## src/backend_config.svh

```systemverilog
`ifndef BACKEND_CONFIG_SVH
`define BACKEND_CONFIG_SVH

// integer data width
`define BACKEND_XLEN 64
// general register count
`define BACKEND_NREGS 32
// data ram depth in doublewords and its index width
`define BACKEND_RAM_WORDS 256
`define BACKEND_RAM_AW 8

`endif

```

## src/data_pkg.sv

```systemverilog
`default_nettype none

package data_pkg;
	`include "backend_config.svh"

	typedef logic [`BACKEND_XLEN-1:0] xlen_t;
	typedef logic [`BACKEND_XLEN-1:0] pc_t;
	// register index, 32 registers
	typedef logic [4:0] reg_id_t;
	// doubleword index into data ram
	typedef logic [`BACKEND_RAM_AW-1:0] ram_idx_t;
endpackage

`default_nettype wire

```

## src/uop_pkg.sv

```systemverilog
`default_nettype none

package uop_pkg;
	// operation kinds after decode
	typedef enum logic [2:0] {
		OP_ADD   = 3'd0,
		OP_SUB   = 3'd1,
		OP_AND   = 3'd2,
		OP_OR    = 3'd3,
		OP_XOR   = 3'd4,
		OP_LOAD  = 3'd5,
		OP_STORE = 3'd6
	} op_kind_t;

	// memory stage fsm
	typedef enum logic {
		LSU_IDLE = 1'b0,
		LSU_BUS  = 1'b1
	} lsu_state_t;
endpackage

`default_nettype wire

```

## src/stage_if.sv

```systemverilog
`timescale 1ns/1ps
`default_nettype none

// one operation between pipeline stages, valid/ready handshake
interface stage_if
	import data_pkg::*;
	import uop_pkg::*;
();
	logic     valid;
	logic     ready;
	pc_t      pc;
	op_kind_t kind;
	reg_id_t  rd;
	// alu result, or effective address for memory ops
	xlen_t    value;
	xlen_t    store_data;

	modport producer (
		output valid, pc, kind, rd, value, store_data,
		input  ready
	);

	modport consumer (
		input  valid, pc, kind, rd, value, store_data,
		output ready
	);
endinterface

`default_nettype wire

```

## src/wbu.sv

```systemverilog
`timescale 1ns/1ps
`default_nettype none

`include "backend_config.svh"

module wbu
	import data_pkg::*;
	import uop_pkg::*;
(
	input  wire logic    clk,
	input  wire logic    rst,
	stage_if.consumer    in,
	output logic         retire_valid,
	output pc_t          retire_pc,
	output reg_id_t      retire_rd,
	output logic         retire_wen,
	output xlen_t        retire_data,
	input  wire reg_id_t dbg_rd,
	output xlen_t        dbg_data
);
	logic    wb_valid;
	logic    wb_wen;
	pc_t     wb_pc;
	reg_id_t wb_rd;
	xlen_t   wb_data;
	logic    in_wen;
	xlen_t   gpr [`BACKEND_NREGS];

	// never stalls
	assign in.ready = 1'b1;

	// stores write nothing, x0 stays zero
	assign in_wen = (in.kind != OP_STORE) && (in.rd != '0);

	always_ff @(posedge clk) begin
		if (rst) begin
			wb_valid <= 1'b0;
			for (int i = 0; i < `BACKEND_NREGS; i++) begin
				gpr[i] <= '0;
			end
		end else begin
			wb_valid <= in.valid;
			if (in.valid && in_wen) begin
				gpr[in.rd] <= in.value;
			end
		end
	end

	always_ff @(posedge clk) begin
		if (in.valid) begin
			wb_wen  <= in_wen;
			wb_pc   <= in.pc;
			wb_rd   <= in.rd;
			wb_data <= in.value;
		end
	end

	assign retire_valid = wb_valid;
	assign retire_wen   = wb_valid && wb_wen;
	assign retire_pc    = wb_pc;
	assign retire_rd    = wb_rd;
	assign retire_data  = wb_data;

	assign dbg_data = (dbg_rd == '0) ? '0 : gpr[dbg_rd];
endmodule

`default_nettype wire

```

## src/flat_wrapper.sv

```systemverilog
// flat-port wrapper written by rule: the top's interface ports become plain ports
module wbu_flat import data_pkg::*; import uop_pkg::*;
  (clk, rst, retire_valid, retire_pc, retire_rd, retire_wen, retire_data, dbg_rd, dbg_data, in_valid, in_pc, in_kind, in_rd, in_value, in_store_data, in_ready);
  stage_if in_i ();
  input  wire logic clk;
  input  wire logic rst;
  output logic retire_valid;
  output pc_t retire_pc;
  output reg_id_t retire_rd;
  output logic retire_wen;
  output xlen_t retire_data;
  input  wire reg_id_t dbg_rd;
  output xlen_t dbg_data;
  input wire logic [$bits(in_i.valid)-1:0] in_valid;
  input wire logic [$bits(in_i.pc)-1:0] in_pc;
  input wire logic [$bits(in_i.kind)-1:0] in_kind;
  input wire logic [$bits(in_i.rd)-1:0] in_rd;
  input wire logic [$bits(in_i.value)-1:0] in_value;
  input wire logic [$bits(in_i.store_data)-1:0] in_store_data;
  output wire logic [$bits(in_i.ready)-1:0] in_ready;
  assign in_i.valid = in_valid;
  assign in_i.pc = in_pc;
  assign in_i.kind = in_kind;
  assign in_i.rd = in_rd;
  assign in_i.value = in_value;
  assign in_i.store_data = in_store_data;
  assign in_ready = in_i.ready;
  wbu u_core (.clk(clk), .rst(rst), .in(in_i), .retire_valid(retire_valid), .retire_pc(retire_pc), .retire_rd(retire_rd), .retire_wen(retire_wen), .retire_data(retire_data), .dbg_rd(dbg_rd), .dbg_data(dbg_data));
endmodule
```

## config.mk

```make
export PLATFORM = sky130hd
export DESIGN_NAME = wbu_flat
export DESIGN_NICKNAME = d
export VERILOG_FILES = /design/src/data_pkg.sv /design/src/uop_pkg.sv /design/src/stage_if.sv /design/src/wbu.sv /design/src/flat_wrapper.sv
export VERILOG_INCLUDE_DIRS = /design/src /design/src/src
export SDC_FILE = /design/constraint.sdc
export NUM_CORES = 2
export LEC_CHECK = 0
export BUFFER_PORTS_ARGS = -buffer_cell sky130_fd_sc_hd__buf_2
export CORE_UTILIZATION = 25
export CTS_CLUSTER_SIZE = 8
export DETAILED_ROUTE_END_ITERATION = 8
export PLACE_DENSITY = 0.36
export SYNTH_ARGS = -nofsm -noshare
export SYNTH_HDL_FRONTEND = slang
export SYNTH_SLANG_ARGS = --single-unit
```

## constraint.sdc

```tcl
create_clock -name clk -period 7 [get_ports clk]
set_clock_uncertainty 0.05 [all_clocks]
set_input_delay 1.05 -clock clk [delete_from_list [all_inputs] [get_ports clk]]
set_output_delay 1.05 -clock clk [all_outputs]
set_load 0.01 [all_outputs]
```

# Word level (Yosys, flattened, before mapping)
# Memory sizes are Yosys's and may differ from the RTL's.
# Index checks and enable logic that the tools add are counted.
# W data, S select, Z words.
word_totals:
  ram_bits: 2048
  memories: 1
  output_inout_bits: 200
  register_bits: 135
  in_bits: 208
classes:
  eq_ne: 1
  n_reduce_logical: 6
  n_mux: 9
mem_list:
  columns: ["name", "depth", "width", "rd", "rd_clocked_by_memory_dff", "write_ports", "line_no", "text"]
  rows:
  - ["u_core.gpr", 32, 64, 1, 0, 32, "wbu.sv:27", "xlen_t gpr [`BACKEND_NREGS];"]
ops:
  columns: ["cell", "count"]
  rows:
  - ["$mux W64", 2]
  - ["$reduce_or A64 Y1", 1]
  - ["$mux W1", 6]
  - ["$logic_not A5 Y1", 1]
  - ["$mux W5", 1]
  - ["$reduce_bool A5 Y1", 1]
  - ["$logic_and A1 B1 Y1", 3]
  - ["$ne A3 B3 Y1 const B", 1]

# Logic depth before layout (Yosys ltp)
logic_depth:
  word_depth: 8
  mapped_depth: 9

# Worst setup path before layout
# No wires, ideal clock.
synth_path:
  path_kind: "in2out"
  startpoint: "input port dbg_rd[2]"
  endpoint: "output port dbg_data[16]"
  stages: 7
  t_required_ns: 5.900
  setup_slack_ns: 3.174
  arrival_time_ns: 2.726
  cell_sequence: "buf_2 -> buf_2 -> clkbuf_1 -> mux4_2 -> a22o_1 -> a2111oi_0 -> nor3_1"
synth_via:
  elab_chain_cells: 2
  word_cells_on_any_way: 3
  classes_between: "mux (1); reduce/logical (1); memory (1)"
synth_lines:
  columns: ["element", "line_no", "text"]
  rows:
  - ["start, declared", "flat_wrapper.sv:12", "input wire reg_id_t dbg_rd;"]
  - ["$mem_v2 Z32 W64 or $logic_not A5 Y1 (tied branches)", null, null]
  - ["$mux W64 (*)", "wbu.sv:64", "assign dbg_data = (dbg_rd == '0) ? '0 : gpr[dbg_rd];"]
  - ["end, declared", "flat_wrapper.sv:13", "output xlen_t dbg_data;"]
# Every way passes the cells marked *; elsewhere a longest branch is shown, timed or not.

# Worst setup path in the final report
layout_path:
  startpoint: "input port dbg_rd[0]"
  endpoint: "output port dbg_data[16]"
# The elaborated chain is that of the path after synthesis.

==> reports/metrics.cfg <==
[logic_synthesis]
synth_top_family_by_area=simple AND/OR/NAND/NOR gates
async_reset_ff_share_pct=0
synth_xor_area_share_pct=0
synth_edf_count=2182
yosys_register_bits=2183
synth_area_leader_cell=edfxtp_1
syn-instance-count=5977
synth_warnings=0
synth_flop_cell=edfxtp_1
synth_top_area_share_pct=68.4
syn_avg_cell_area_um2=16.0
seq_area_frac_synth_pct=68.4
netlist_area_mm2=0.0958
ys_types=39
netlist_top_cells_area=edfxtp_1 68%, and2_1 13%, mux4_2 9.0%
synth-compound-area-share_pct=3.15
yosys.area_share.simple_pct=13.9
synthMuxAreaShare_pct=11.8
synth-adder-area-share_pct=0

[pwr]
p_seq_share_pct=48.1
vdd_ir_drop_max_mv=0.160
combinationalPowerShare_pct=7.6
leakagePower_nw=39.1
p_sw_w=0.00758
p_int_w=0.0243
clkPwrFrac_pct=44.4
power.density_mw_per_mm2=282
switching_share_pct=23.8

[global_route]
grt_first_pass_wirelength_um=491000
antenna_found_initial=71
grt_overflow_total=0
grt_max_degree=82
grt.total_usage_pct=18.4
first_global_vias=55900

[clock_network]
cts-resized-gates=0
cts.path.max_buffers=4
clk_pin_slew_ns=0.05
cts_root_buf=clkbuf_16
cts.sink_count=2183
postCtsSetupRepairBufs=0
numCtsBuffers=317
cts_hold_buf=0
cts_tree=done
ctsHtreeMaxLevel=5

[drt]
vias=54000
postRouteAntennaNets=0
dr.first_iter.drc_count=5583
first_pass_iters=7
drcViolationCount=0
avgViaCountPerCell=4.72
wire_per_inst_um=31.6
wl_um=361000

[cells_and_area]
final_cell_mix=2182 x edfxtp_1, 1985 x and2_1, 385 x mux4_2
multi_input_area_mm2=0.0282
layout_commonest_cell=edfxtp_1
area_growth_pct=17.8
seq_area_mm2=0.0655
drive_above_1_share_pct=22.0
fill_cells=37600
nets=6542

[setup_path]
crit_chain=buf_8 > buf_4 > mux4_2 > a22o_1 > a2111oi_0 > buf_4 > nor3_1 > buf_2
slowest_stage=a2111oi_0
crit_arrival_ns=4.84
critPathCaptureType=output port
cp_common_cell=buf_4
start_kind=input port
critical-path-max-stage-delay_ns=1.08
crit_fanout=40
crit_required_ns=5.90
criticalPathCategory=input port to output port

[timing]
slew_headroom_pct=12.2
holdWs_ns=0.258
rsz0062_at_grt=false
max_freq_ghz=0.168
period_minus_slack_ns=5.94
worstMarginPinSlew_ns=1.28
finalHoldViolations=0
finalSetupTns_ns=0
slew_viol_final=0
period_share_pct=84.9
setup_violations=0

[floorplan]
core_mm2=0.380
die_h_um=621
fp-row-count=226
die_w_um=621
ios=408
start_util_pct=25.2
dieArea_mm2=0.386

[placement]
portBuffers=342
dp.final_hpwl_um=198000
place_congestion=0.726

[run]
maxCapViolCount=0

[worst_hold_path]
holdCritPathClass=input port to flip-flop

[outcome]
status=completed

metal layers:
metal  vias to the layer above  share of wire, %  GRT usage (%)
met5                         -                 0              0
met4                         0               2.2           4.19
met3                       436               5.8           2.72
met2                      1892                48           30.4
met1                     28800                44           25.3
li1                      22900                 -              -
kinds of logic after synthesis:
family,count (synthesis)
other cells,2
compound gates,380
simple gates,2146
flops,2183
mux,644
buf+inv,622
registers in the layout, indices dropped and copies added, names as in the netlist:
name	flops
u_core.retire_data	64
u_core.wb_wen	1
u_core.retire_rd	5
u_core.retire_pc	64
u_core.gpr	2048
u_core.retire_valid	1
stage by stage:
step / cells / total power [W] / utilization [%] / setup slack (ns) / cell area (um^2)
after floorplan: 6040 / 0.0167 / - / 3.17 / 96000
after global placement: 11000 / 0.0180 / 27.4 / 0.950 / 104000
after detailed placement: 11000 / 0.0180 / 27.4 / 1.11 / 104000
after CTS: 11400 / 0.0324 / 29.7 / 1.12 / 113000
after global routing: 11400 / 0.0329 / 29.7 / 0.908 / 113000
final: 11400 / 0.0318 / 29.7 / 1.06 / 113000
worst paths after layout:
kind,start,end,cells past startpoint
worst min-delay path,in_pc[13],u_core.retire_pc[13],1
worst max-delay path,dbg_rd[0],dbg_data[16],8
critical path, delay by kind of cell:
| kind | cells | cell delay, ns |
|---|---|---|
| buf+inv | 4 | 1.59 |
| compound gates | 2 | 1.38 |
| mux | 1 | 0.58 |
| simple gates | 1 | 0.08 |
layout make-up:
class                   instances  share of cell area (%)
clock buffers                 356                    7.35
repair buffers                596                    3.76
multi-input cells            3235                    25.0
diodes                         24                  0.0532
inverters                       1                 0.00554
flip-flops and latches       2183                    58.1
clock inverters                28                   0.249
well taps                    5016                    5.56
synthesized netlist by cell type, drive strengths merged (5+ instances only):
library cell  count
nand3b            6
nor3             62
mux2i           256
a2111oi         127
nor2             35
edfxtp         2182
and2           1986
o22ai           122
buf             103
nand2             5
mux4            385
nor2b             7
clkbuf          518
or2              31
a22o            122
power groups by stage:
| stage | sequential, W | clock [W] | combinational (W) |
|---|---|---|---|
| 3_3_place_gp | 0.0155 | 0 | 0.00248 |
| 4_1_cts | 0.0153 | 0.0146 | 0.00248 |
| 5_1_grt | 0.0154 | 0.0150 | 0.00256 |
| 3_5_place_dp | 0.0156 | 0 | 0.00248 |
| 6_report | 0.0153 | 0.0141 | 0.00241 |
| 2_1_floorplan | 0.0155 | 0 | 0.00120 |
Note: power is estimated with default switching activity, not from simulation.
