===== config.mk =====
export PLATFORM = sky130hd
export DESIGN_NAME = exu_flat
export DESIGN_NICKNAME = d
export VERILOG_FILES = /design/src/data_pkg.sv /design/src/uop_pkg.sv /design/src/stage_if.sv /design/src/exu.sv /design/src/flat_wrapper.sv
export VERILOG_INCLUDE_DIRS = /design/src /design/src/src
export SDC_FILE = /design/constraint.sdc
export NUM_CORES = 1
export LEC_CHECK = 0
export BUFFER_PORTS_ARGS = -buffer_cell sky130_fd_sc_hd__clkbuf_2
export CAP_MARGIN = 20
export CORE_AREA = 2 2 181 183
export DETAILED_ROUTE_END_ITERATION = 6
export DIE_AREA = 0 0 183 185
export GPL_TIMING_DRIVEN = 0
export PLACE_DENSITY = 0.77
export RECOVER_POWER = 50
export SYNTH_ARGS = -nofsm -noshare
export SYNTH_HDL_FRONTEND = slang
export SYNTH_SLANG_ARGS = --single-unit

===== constraint.sdc =====
create_clock -name clk -period 7.5 [get_ports clk]
set_input_delay 1.125 -clock clk [delete_from_list [all_inputs] [get_ports clk]]
set_output_delay 1.125 -clock clk [all_outputs]
set_load 0.01 [all_outputs]

===== src/backend_config.svh =====
`ifndef BACKEND_CONFIG_SVH
`define BACKEND_CONFIG_SVH

// integer data width
`define BACKEND_XLEN 64
// general register count
`define BACKEND_NREGS 32
// data ram depth in doublewords and its index width
`define BACKEND_RAM_WORDS 256
`define BACKEND_RAM_AW 8

`endif


===== src/data_pkg.sv =====
`default_nettype none

package data_pkg;
	`include "backend_config.svh"

	typedef logic [`BACKEND_XLEN-1:0] xlen_t;
	typedef logic [`BACKEND_XLEN-1:0] pc_t;
	// register index, 32 registers
	typedef logic [4:0] reg_id_t;
	// doubleword index into data ram
	typedef logic [`BACKEND_RAM_AW-1:0] ram_idx_t;
endpackage

`default_nettype wire


===== src/uop_pkg.sv =====
`default_nettype none

package uop_pkg;
	// operation kinds after decode
	typedef enum logic [2:0] {
		OP_ADD   = 3'd0,
		OP_SUB   = 3'd1,
		OP_AND   = 3'd2,
		OP_OR    = 3'd3,
		OP_XOR   = 3'd4,
		OP_LOAD  = 3'd5,
		OP_STORE = 3'd6
	} op_kind_t;

	// memory stage fsm
	typedef enum logic {
		LSU_IDLE = 1'b0,
		LSU_BUS  = 1'b1
	} lsu_state_t;
endpackage

`default_nettype wire


===== src/stage_if.sv =====
`timescale 1ns/1ps
`default_nettype none

// one operation between pipeline stages, valid/ready handshake
interface stage_if
	import data_pkg::*;
	import uop_pkg::*;
();
	logic     valid;
	logic     ready;
	pc_t      pc;
	op_kind_t kind;
	reg_id_t  rd;
	// alu result, or effective address for memory ops
	xlen_t    value;
	xlen_t    store_data;

	modport producer (
		output valid, pc, kind, rd, value, store_data,
		input  ready
	);

	modport consumer (
		input  valid, pc, kind, rd, value, store_data,
		output ready
	);
endinterface

`default_nettype wire


===== src/exu.sv =====
`timescale 1ns/1ps
`default_nettype none

module exu
	import data_pkg::*;
	import uop_pkg::*;
(
	input  wire logic     clk,
	input  wire logic     rst,
	input  wire logic     issue_valid,
	output logic          issue_ready,
	input  wire pc_t      issue_pc,
	input  wire op_kind_t issue_kind,
	input  wire reg_id_t  issue_rd,
	input  wire xlen_t    issue_rs1,
	input  wire xlen_t    issue_rs2,
	input  wire xlen_t    issue_imm,
	stage_if.producer     out
);
	logic  take;
	xlen_t result;

	// output register empty or drained this cycle
	assign issue_ready = !out.valid || out.ready;
	assign take = issue_valid && issue_ready;

	always_comb begin
		case (issue_kind)
			OP_ADD:   result = issue_rs1 + issue_rs2;
			OP_SUB:   result = issue_rs1 - issue_rs2;
			OP_AND:   result = issue_rs1 & issue_rs2;
			OP_OR:    result = issue_rs1 | issue_rs2;
			OP_XOR:   result = issue_rs1 ^ issue_rs2;
			// effective address
			OP_LOAD,
			OP_STORE: result = issue_rs1 + issue_imm;
			default:  result = '0;
		endcase
	end

	always_ff @(posedge clk) begin
		if (rst) begin
			out.valid <= 1'b0;
		end else if (issue_ready) begin
			out.valid <= issue_valid;
		end
	end

	always_ff @(posedge clk) begin
		if (take) begin
			out.pc         <= issue_pc;
			out.kind       <= issue_kind;
			out.rd         <= issue_rd;
			out.value      <= result;
			out.store_data <= issue_rs2;
		end
	end
endmodule

`default_nettype wire


===== src/flat_wrapper.sv =====
// flat-port wrapper written by rule: the top's interface ports become plain ports
module exu_flat import data_pkg::*; import uop_pkg::*;
  (clk, rst, issue_valid, issue_ready, issue_pc, issue_kind, issue_rd, issue_rs1, issue_rs2, issue_imm, out_valid, out_pc, out_kind, out_rd, out_value, out_store_data, out_ready);
  stage_if out_i ();
  input  wire logic clk;
  input  wire logic rst;
  input  wire logic issue_valid;
  output logic issue_ready;
  input  wire pc_t issue_pc;
  input  wire op_kind_t issue_kind;
  input  wire reg_id_t issue_rd;
  input  wire xlen_t issue_rs1;
  input  wire xlen_t issue_rs2;
  input  wire xlen_t issue_imm;
  output wire logic [$bits(out_i.valid)-1:0] out_valid;
  output wire logic [$bits(out_i.pc)-1:0] out_pc;
  output wire logic [$bits(out_i.kind)-1:0] out_kind;
  output wire logic [$bits(out_i.rd)-1:0] out_rd;
  output wire logic [$bits(out_i.value)-1:0] out_value;
  output wire logic [$bits(out_i.store_data)-1:0] out_store_data;
  input wire logic [$bits(out_i.ready)-1:0] out_ready;
  assign out_valid = out_i.valid;
  assign out_pc = out_i.pc;
  assign out_kind = out_i.kind;
  assign out_rd = out_i.rd;
  assign out_value = out_i.value;
  assign out_store_data = out_i.store_data;
  assign out_i.ready = out_ready;
  exu u_core (.clk(clk), .rst(rst), .issue_valid(issue_valid), .issue_ready(issue_ready), .issue_pc(issue_pc), .issue_kind(issue_kind), .issue_rd(issue_rd), .issue_rs1(issue_rs1), .issue_rs2(issue_rs2), .issue_imm(issue_imm), .out(out_i));
endmodule

# == After elaboration in Yosys (flattened, before gate mapping) ==
# Index checks and enable logic that the tools add are counted.
# classes
addsub,3
n_eq_ne,6
muxes,1
n_bitwise,3
n_reduce_logical,5
# op_table
operator,n
$pmux W64 S6,1
$add A64 B64 Y64,2
$and A64 B64 Y64,1
$or A64 B64 Y64,1
$sub A64 B64 Y64,1
$xor A64 B64 Y64,1
$eq A3 B3 Y1 const B,3
$eq A3 B2 Y1 const B,2
$eq A3 B1 Y1 const B,1
$logic_not A3 Y1,1
$reduce_or A2 Y1,1
$logic_and A1 B1 Y1,1
$logic_not A1 Y1,1
$logic_or A1 B1 Y1,1
# word_totals
reg_bits,201
word_cells,24

# == Longest topological paths before layout ==
# Gate-level depths: netlist of the first run.
# depth
ltp_word,3
depth_mapped,24
mapped_depth_nobuf,22

# == Least setup slack after synthesis of the first run ==
# Ideal clock, no wire load.
# synth_timing
kind,input to register
startpoint,in out_ready
endpoint,reg u_core.out.kind[0] (enable)
setup_time_ns,0.586
arrival_ns,5.904
setup_slack_ns,1.010
cell_stages,2
path_buffers,0
cell_sequence,nand2b_1 -> and2_1
# synth_between
elab_chain_cells,2
# synth_lines
element,line,rtl
"start, declared",flat_wrapper.sv:21,input wire logic [$bits(out_i.ready)-1:0] out_ready;
$logic_or A1 B1 Y1,exu.sv:24,assign issue_ready = !out.valid || out.ready;
$logic_and A1 B1 Y1,exu.sv:25,assign take = issue_valid && issue_ready;
named net u_core.take,exu.sv:20,logic take;
"end signal, assigned",exu.sv:52,out.kind <= issue_kind;
"end, declared",stage_if.sv:19,"output valid, pc, kind, rd, value, store_data,"
# The timed path passes the listed nets, and every way through them passes these cells.
# A chain may end at the register's enable or synchronous reset.

# == Worst setup path in the final report of the first run ==
# layout_timing
startpoint,in issue_kind[1]
endpoint,"reg u_core.out.value[48], data pin"
# layout_between
elab_chain_cells,3
word_cells_on_any_way,9
cone_classes,6 x eq/ne; 1 x mux; 2 x reduce/logical
# layout_lines
element,line,rtl
"start, declared",flat_wrapper.sv:10,input wire op_kind_t issue_kind;
$eq A3 B3 Y1,exu.sv:28,case (issue_kind)
$reduce_or A2 Y1,exu.sv:28,
$pmux W64 S6 *,exu.sv:28,
named net u_core.result[48],exu.sv:21,xlen_t result;
"end signal, assigned",exu.sv:54,out.value <= result;
"end, declared",stage_if.sv:19,
# Mark *: on every way through the listed nets, which the timed path passes. The rest lies on a longest branch.

==> flow_summary.yaml, run 1 <==
timing:
  drv_slew: 54
  finalSetupViolations: 0
  hold_violations: 0
  fmax_ghz: 0.139
  finalClockSkew_ns: 0.0203
  setup_slack_ns: 0.298
  final.period_utilization: 0.960
  period_needed_ns: 7.20
  relSlewSlack: -1.61
  rsz0062_at_grt: "no"
  tightest_slew_ns: 3.91
worst_setup_path:
  endpoint: "u_core.out.value[48]"
  r2r_cells: 3
  r2r-end: "u_core.out.store_data[27]"
  crit_path_start_kind: "primary input"
  rrSetupSlack_ns: 3.48
  crit_fanout: 10
  critPathRequiredTime_ns: 7.76
  crit_start: "issue_kind[1]"
  crit_path_end_kind: "flip-flop"
  timing_worst_setup_path_type: "in2reg"
  crit_arrival_ns: 7.47
  r2r-start: "u_core.out.valid"
logic_synthesis:
  synth.largest_area_cell: "edfxtp_1"
  avgSynthCellArea_um2: 9.26
  synthFlopType: "edfxtp_1"
  yosysWarnings: 0
  netlist_area_um2: 15800
  synthSimpleGateAreaFrac: 0.129
  synth_nets: 2183
  synth_edf_count: 200
  ys_top_cells_by_area: "edfxtp_1 (38%), ha_1 (16%), a21oi_1 (4.9%)"
  ys_async_sr_fraction: 0
  synthMuxAreaShare: 0.0120
  yosysTopAreaCellShare: 0.380
  ys_types: 63
  yosys_register_bits: 201
  synth-adder-area-share: 0.166
  synth_cells: 1706
  synth-seq-area-share: 0.381
  synthXorXnorAreaFrac: 0.0344
  synth_top_family_by_area: "compound AO/OA/AOI/OAI gates"
  synth_compound_area_frac: 0.218
clock_network:
  clk_transition_reported_paths_ns: 0.06
  post_cts_buffers: 0
  ctsRootBufferMaster: "clkbuf_16"
  cts_buffer_depth: 3
  insertion_delay_ns: 0.53
  cts_max_level: 1
  cts_buffers: 23
  cts.sinks: 201
  tritoncts: "built"
grt:
  grt_pass1_wl_um: 89900
  overflow: 0
  grt.total_usage: 0.351
  grt_pass1_vias: 15500
  antenna_found_initial: 4
  grt_max_degree: 77
route:
  drt_iter0_drc: 1528
  vias: 16100
  ant_nets: 0
  vias_per_cell: 6.12
  first_pass_iters: 6
  routedWlPerCell_um: 23.7
  drc: 0
  wl_um: 62300
placed_design:
  placed_cell_area_um2: 18700
  port_buffers: 469
  globalplace.congestion: 1.01
  hpwlAfterDp_um: 47800
  place_ws_ns: -0.424
pwr:
  irDropWorstVdd_mv: 0.168
  power_density_nw_per_um2: 198
  p_total_mw: 3.83
  p_leak_nw: 8.42
final_layout:
  drive_gt1_frac: 0.157
  final_nets: 2680
  syn2layout_area_growth_pct: 22.3
  nFillCells: 2944
  most-common-layout-cells: "clkbuf_2 (296), clkbuf_1 (247), ha_1 (208)"
  stdcell_area_um2: 19300
  layout_commonest_cell: "clkbuf_2"
die:
  dieArea_um2: 33900
  num_rows: 66
  design.core.area_um2: 32000
  io-pin-count: 470
  start_util: 0.493
  die_h_um: 185
  die_w_um: 183
min_path:
  hold_class: "reg2reg"
run:
  max_cap_violations: 1
outcome:
  violations: "max-capacitance violations, max-slew violations"
  outcome: "complete, but fails checks"
registers in the layout, indices dropped and copies added, names as in the netlist:
name                   count
u_core.out.pc             64
u_core.out.valid           1
u_core.out.kind            3
u_core.out.store_data     64
u_core.out.value          64
u_core.out.rd              5
final cells by class:
cell class                 instances  area [um^2]  area share
buffer                            79          314      0.0162
clock buffer                      24          579      0.0300
inverter                         171          642      0.0332
timing repair buffer             472         2200       0.114
tap                              408          510      0.0264
multi-input combinational       1255         8850       0.458
clock inverter                    18          204      0.0106
antenna                            3         7.51    0.000388
sequential                       201         6030       0.312
cells in the mapped netlist (6+ instances only):
cell type  number
o21ai_0       133
inv_1         170
or3_1          12
edfxtp_1      200
o21bai_1       10
clkbuf_1       74
and2_1         12
nor3_1         48
xnor2_1        33
a211oi_1       59
mux2i_1        19
nor4_1         10
nand3_1        31
or4_1           7
a31oi_1        12
o31ai_1        11
nand2b_1       12
o311ai_0       11
xor2_1         29
a21o_1         28
a21boi_0        6
a22oi_1        15
o211ai_1       21
a21oi_1       154
nand2_1       120
nand4_1        23
ha_1          208
o21a_1          7
a221oi_1        7
a221o_1        30
nor2_1        113
and3_1         20
stage by stage:
step | util | hold slack [ns] | TNS (ns) | std cells
after detailed placement | 0.584 | 0.561 | -2.65 | 2585
final | 0.603 | 0.555 | 0 | 2631
after global placement | 0.582 | 0.490 | -131.45 | 2583
after floorplan | - | 0.593 | 0 | 1706
after global routing | 0.603 | 0.597 | 0 | 2628
after CTS | 0.609 | 0.569 | 0 | 2627
per-layer routing:
layer  vias to the layer above  global-route usage  wire (um)
li1                       7328                   -          -
met1                      7596               0.428      23800
met2                       965               0.579      28300
met3                       214              0.0718       6300
met4                         0               0.202       3990
met5                         -                   0          0
cell families after synthesis:
kind of cell | after synthesis
compound gates | 538
buf+inv | 250
fa+ha+maj | 209
flops | 201
simple gates | 427
xor+xnor | 62
mux | 19
worst max-delay path: stages:
cell      delay (ns)
clkbuf_2        0.15
clkbuf_1        0.45
xor2_1          0.16
and2_1          0.19
clkbuf_1        0.16
nor2_1          0.24
clkbuf_1        0.87
clkbuf_1        0.75
a21oi_1         0.07
o21ai_0         0.22
ha_1            0.22
nand2b_1        0.10
a21oi_1         0.25
o21ai_0         0.26
o211ai_1        0.41
nand3_1         0.22
o21ai_1         0.36
a21oi_1         0.29
o41ai_1         0.64
xnor2_1         0.22
o21ai_0         0.11
worst min path at each step:
stage	endpoint	startpoint	cells past startpoint
final	u_core.out.valid	u_core.out.valid	2
after global routing	u_core.out.valid	u_core.out.valid	2
after CTS	u_core.out.valid	u_core.out.valid	2
after detailed placement	u_core.out.valid	u_core.out.valid	2
after global placement	u_core.out.valid	u_core.out.valid	2
after floorplan	u_core.out.valid	u_core.out.valid	2
power by group:
group	internal, mW	total [mW]	leakage (nW)	switching (mW)
logic	0.440	1.25	6.09	0.810
registers	1.37	1.40	1.95	0.0273
clock network	0.701	1.19	0.379	0.486
timing repair:
item                                    in CTS  in global routing
endpoints found under the setup margin       0                 14
hold buffers                                 0                  0
resized for setup                            0                 17
No activity file was read; power rests on OpenSTA's default activity.
==> run 2: changes to the inputs <==
--- a/config.mk
+++ b/config.mk
@@ -8,11 +8,10 @@
 export LEC_CHECK = 0
 export BUFFER_PORTS_ARGS = -buffer_cell sky130_fd_sc_hd__clkbuf_2
 export CAP_MARGIN = 20
-export CORE_AREA = 2 2 181 183
+export CORE_MARGIN = 8
+export CORE_UTILIZATION = 53
 export DETAILED_ROUTE_END_ITERATION = 6
-export DIE_AREA = 0 0 183 185
-export GPL_TIMING_DRIVEN = 0
-export PLACE_DENSITY = 0.77
+export PLACE_DENSITY = 0.82
 export RECOVER_POWER = 50
 export SYNTH_ARGS = -nofsm -noshare
 export SYNTH_HDL_FRONTEND = slang
==> flow_summary.yaml, run 2 (synthesis results as in run 1) <==
timing:
  finalClockSkew_ns: 0.0191
  period_needed_ns: 6.46
  hold_violations: 0
  drv_slew: 126
  setup_slack_ns: 1.04
  relSlewSlack: -1.55
  fmax_ghz: 0.155
  hold_slack_ns: 0.556
  rsz0062_at_grt: "no"
  tns_ns: 0
  finalSetupViolations: 0
  tightest_slew_ns: 3.83
  final.period_utilization: 0.861
die:
  dieArea_um2: 35600
  die_w_um: 189
  num_rows: 63
  io-pin-count: 470
  die_h_um: 189
  start_util: 0.536
  design.core.area_um2: 29500
worst_setup_path:
  crit_fanout: 7
  rrSetupSlack_ns: 3.39
  r2r_cells: 3
  crit_path_start_kind: "primary input"
  crit_arrival_ns: 6.85
  r2r-start: "u_core.out.valid"
  r2r-end: "u_core.out.store_data[29]"
  critPathRequiredTime_ns: 7.88
  crit_path_end_kind: "flip-flop"
  timing_worst_setup_path_type: "in2reg"
route:
  first_pass_iters: 5
  drc: 0
  wl_um: 58500
  routedWlPerCell_um: 22.9
  ant_nets: 0
  vias: 15800
  vias_per_cell: 6.17
  drt_iter0_drc: 1586
min_path:
  min_to: "u_core.out.valid"
  hold_depth: 2
  hp-start: "u_core.out.valid"
  hold_class: "reg2reg"
clock_network:
  cts_buffer_depth: 3
  tritoncts: "built"
  ctsRootBufferMaster: "clkbuf_16"
  ctsResizeCount: 0
  clk_transition_reported_paths_ns: 0.06
  post_cts_buffers: 0
  cts.sinks: 201
  cts_max_level: 1
  insertion_delay_ns: 0.53
  cts_buffers: 24
  hold_buffers: 0
placed_design:
  place_ws_ns: 0.656
  globalplace.congestion: 0.935
  port_buffers: 469
  hpwlAfterDp_um: 44500
  placed_cell_area_um2: 18500
pwr:
  p_leak_nw: 8.36
  irDropWorstVdd_mv: 0.158
  power_density_nw_per_um2: 202
final_layout:
  multi_input_area_um2: 8860
  layout_commonest_cell: "clkbuf_2"
  nFillCells: 2574
  final_nets: 2621
  top_regs: "u_core.out.pc: 64 flops, u_core.out.store_data: 64 flops, u_core.out.value: 64 flops"
  drive_gt1_frac: 0.164
  most-common-layout-cells: "clkbuf_2 (276), ha_1 (208), edfxtp_1 (200)"
  stdcell_area_um2: 19100
  regArea_um2: 6030
  syn2layout_area_growth_pct: 21.0
grt:
  antenna_found_initial: 1
  overflow: 0
  grt_pass1_vias: 15800
  grt_pass1_wl_um: 88500
  grt.total_usage: 0.311
  grt_max_degree: 82
run:
  max_cap_violations: 2
outcome:
  outcome: "complete, but fails checks"
  violations: "max-capacitance violations, max-slew violations"
[run 2: changes by cell type in the layout (fill, tap and decap cells not counted), sizes merged, moves of 2 or more]
cell / previous run / this run
clkbuf: 566 / 497
clkdlybuf4s15: 2 / 0
diode: 3 / 1
inv: 173 / 171
buf: 7 / 20
[run 2: final cells by class]
| type | instances | share of cell area |
|---|---|---|
| clock buffer | 26 | 0.0329 |
| sequential | 201 | 0.315 |
| antenna | 1 | 0.000131 |
| inverter | 171 | 0.0336 |
| multi-input combinational | 1255 | 0.463 |
| tap | 390 | 0.0255 |
| clock inverter | 18 | 0.0107 |
| timing repair buffer | 491 | 0.119 |
[run 2: metrics by stage]
stage,util,power [mW],instances
2_1_floorplan,-,2.17,1706
3_3_place_gp,0.628,2.60,2507
3_5_place_dp,0.628,2.62,2507
4_1_cts,0.657,3.86,2551
5_1_grt,0.649,4.02,2553
6_report,0.649,3.85,2553
[run 2: power by group]
part | internal [mW] | leakage, nW | switching (mW)
clock network | 0.746 | 0.403 | 0.494
logic | 0.439 | 6.00 | 0.775
registers | 1.37 | 1.95 | 0.0311
[run 2: critical path, cell delays in order]
cell and delay, ns:
clkbuf_1 0.13, inv_1 0.13, ha_1 0.20, or3b_2 0.49
nor3_1 0.18, buf_4 0.17, nand3_1 0.11, or3_1 0.36
or3_1 0.43, nor3_1 0.24, nor3_1 0.08, a221o_1 0.29
ha_1 0.38, nand2_1 0.12, nor4_1 0.35, inv_1 0.07
o211ai_1 0.32, nand3_1 0.18, o21ai_1 0.27, a21oi_1 0.30
or4_1 0.57, a211o_1 0.28, nand3_1 0.08
[run 2: metal layers]
metal / vias up / global-route usage / wire length (um) / part of all wire
met5: - / 0 / 0 / 0
met4: 0 / 0.143 / 2690 / 0.046
met3: 176 / 0.0738 / 5860 / 0.10
met2: 925 / 0.528 / 27900 / 0.48
met1: 7460 / 0.367 / 22100 / 0.38
li1: 7189 / - / - / -
[run 2: worst max-delay path by stage]
stage | end | start | cells past startpoint
final | u_core.out.value[60] | issue_rs2[1] | 23
after global routing | u_core.out.value[48] | issue_rs2[0] | 23
after CTS | u_core.out.value[60] | issue_rs2[0] | 23
after detailed placement | u_core.out.value[60] | issue_rs2[0] | 23
after global placement | u_core.out.value[60] | issue_rs2[0] | 23
after floorplan | u_core.out.kind[0] | out_ready | 2
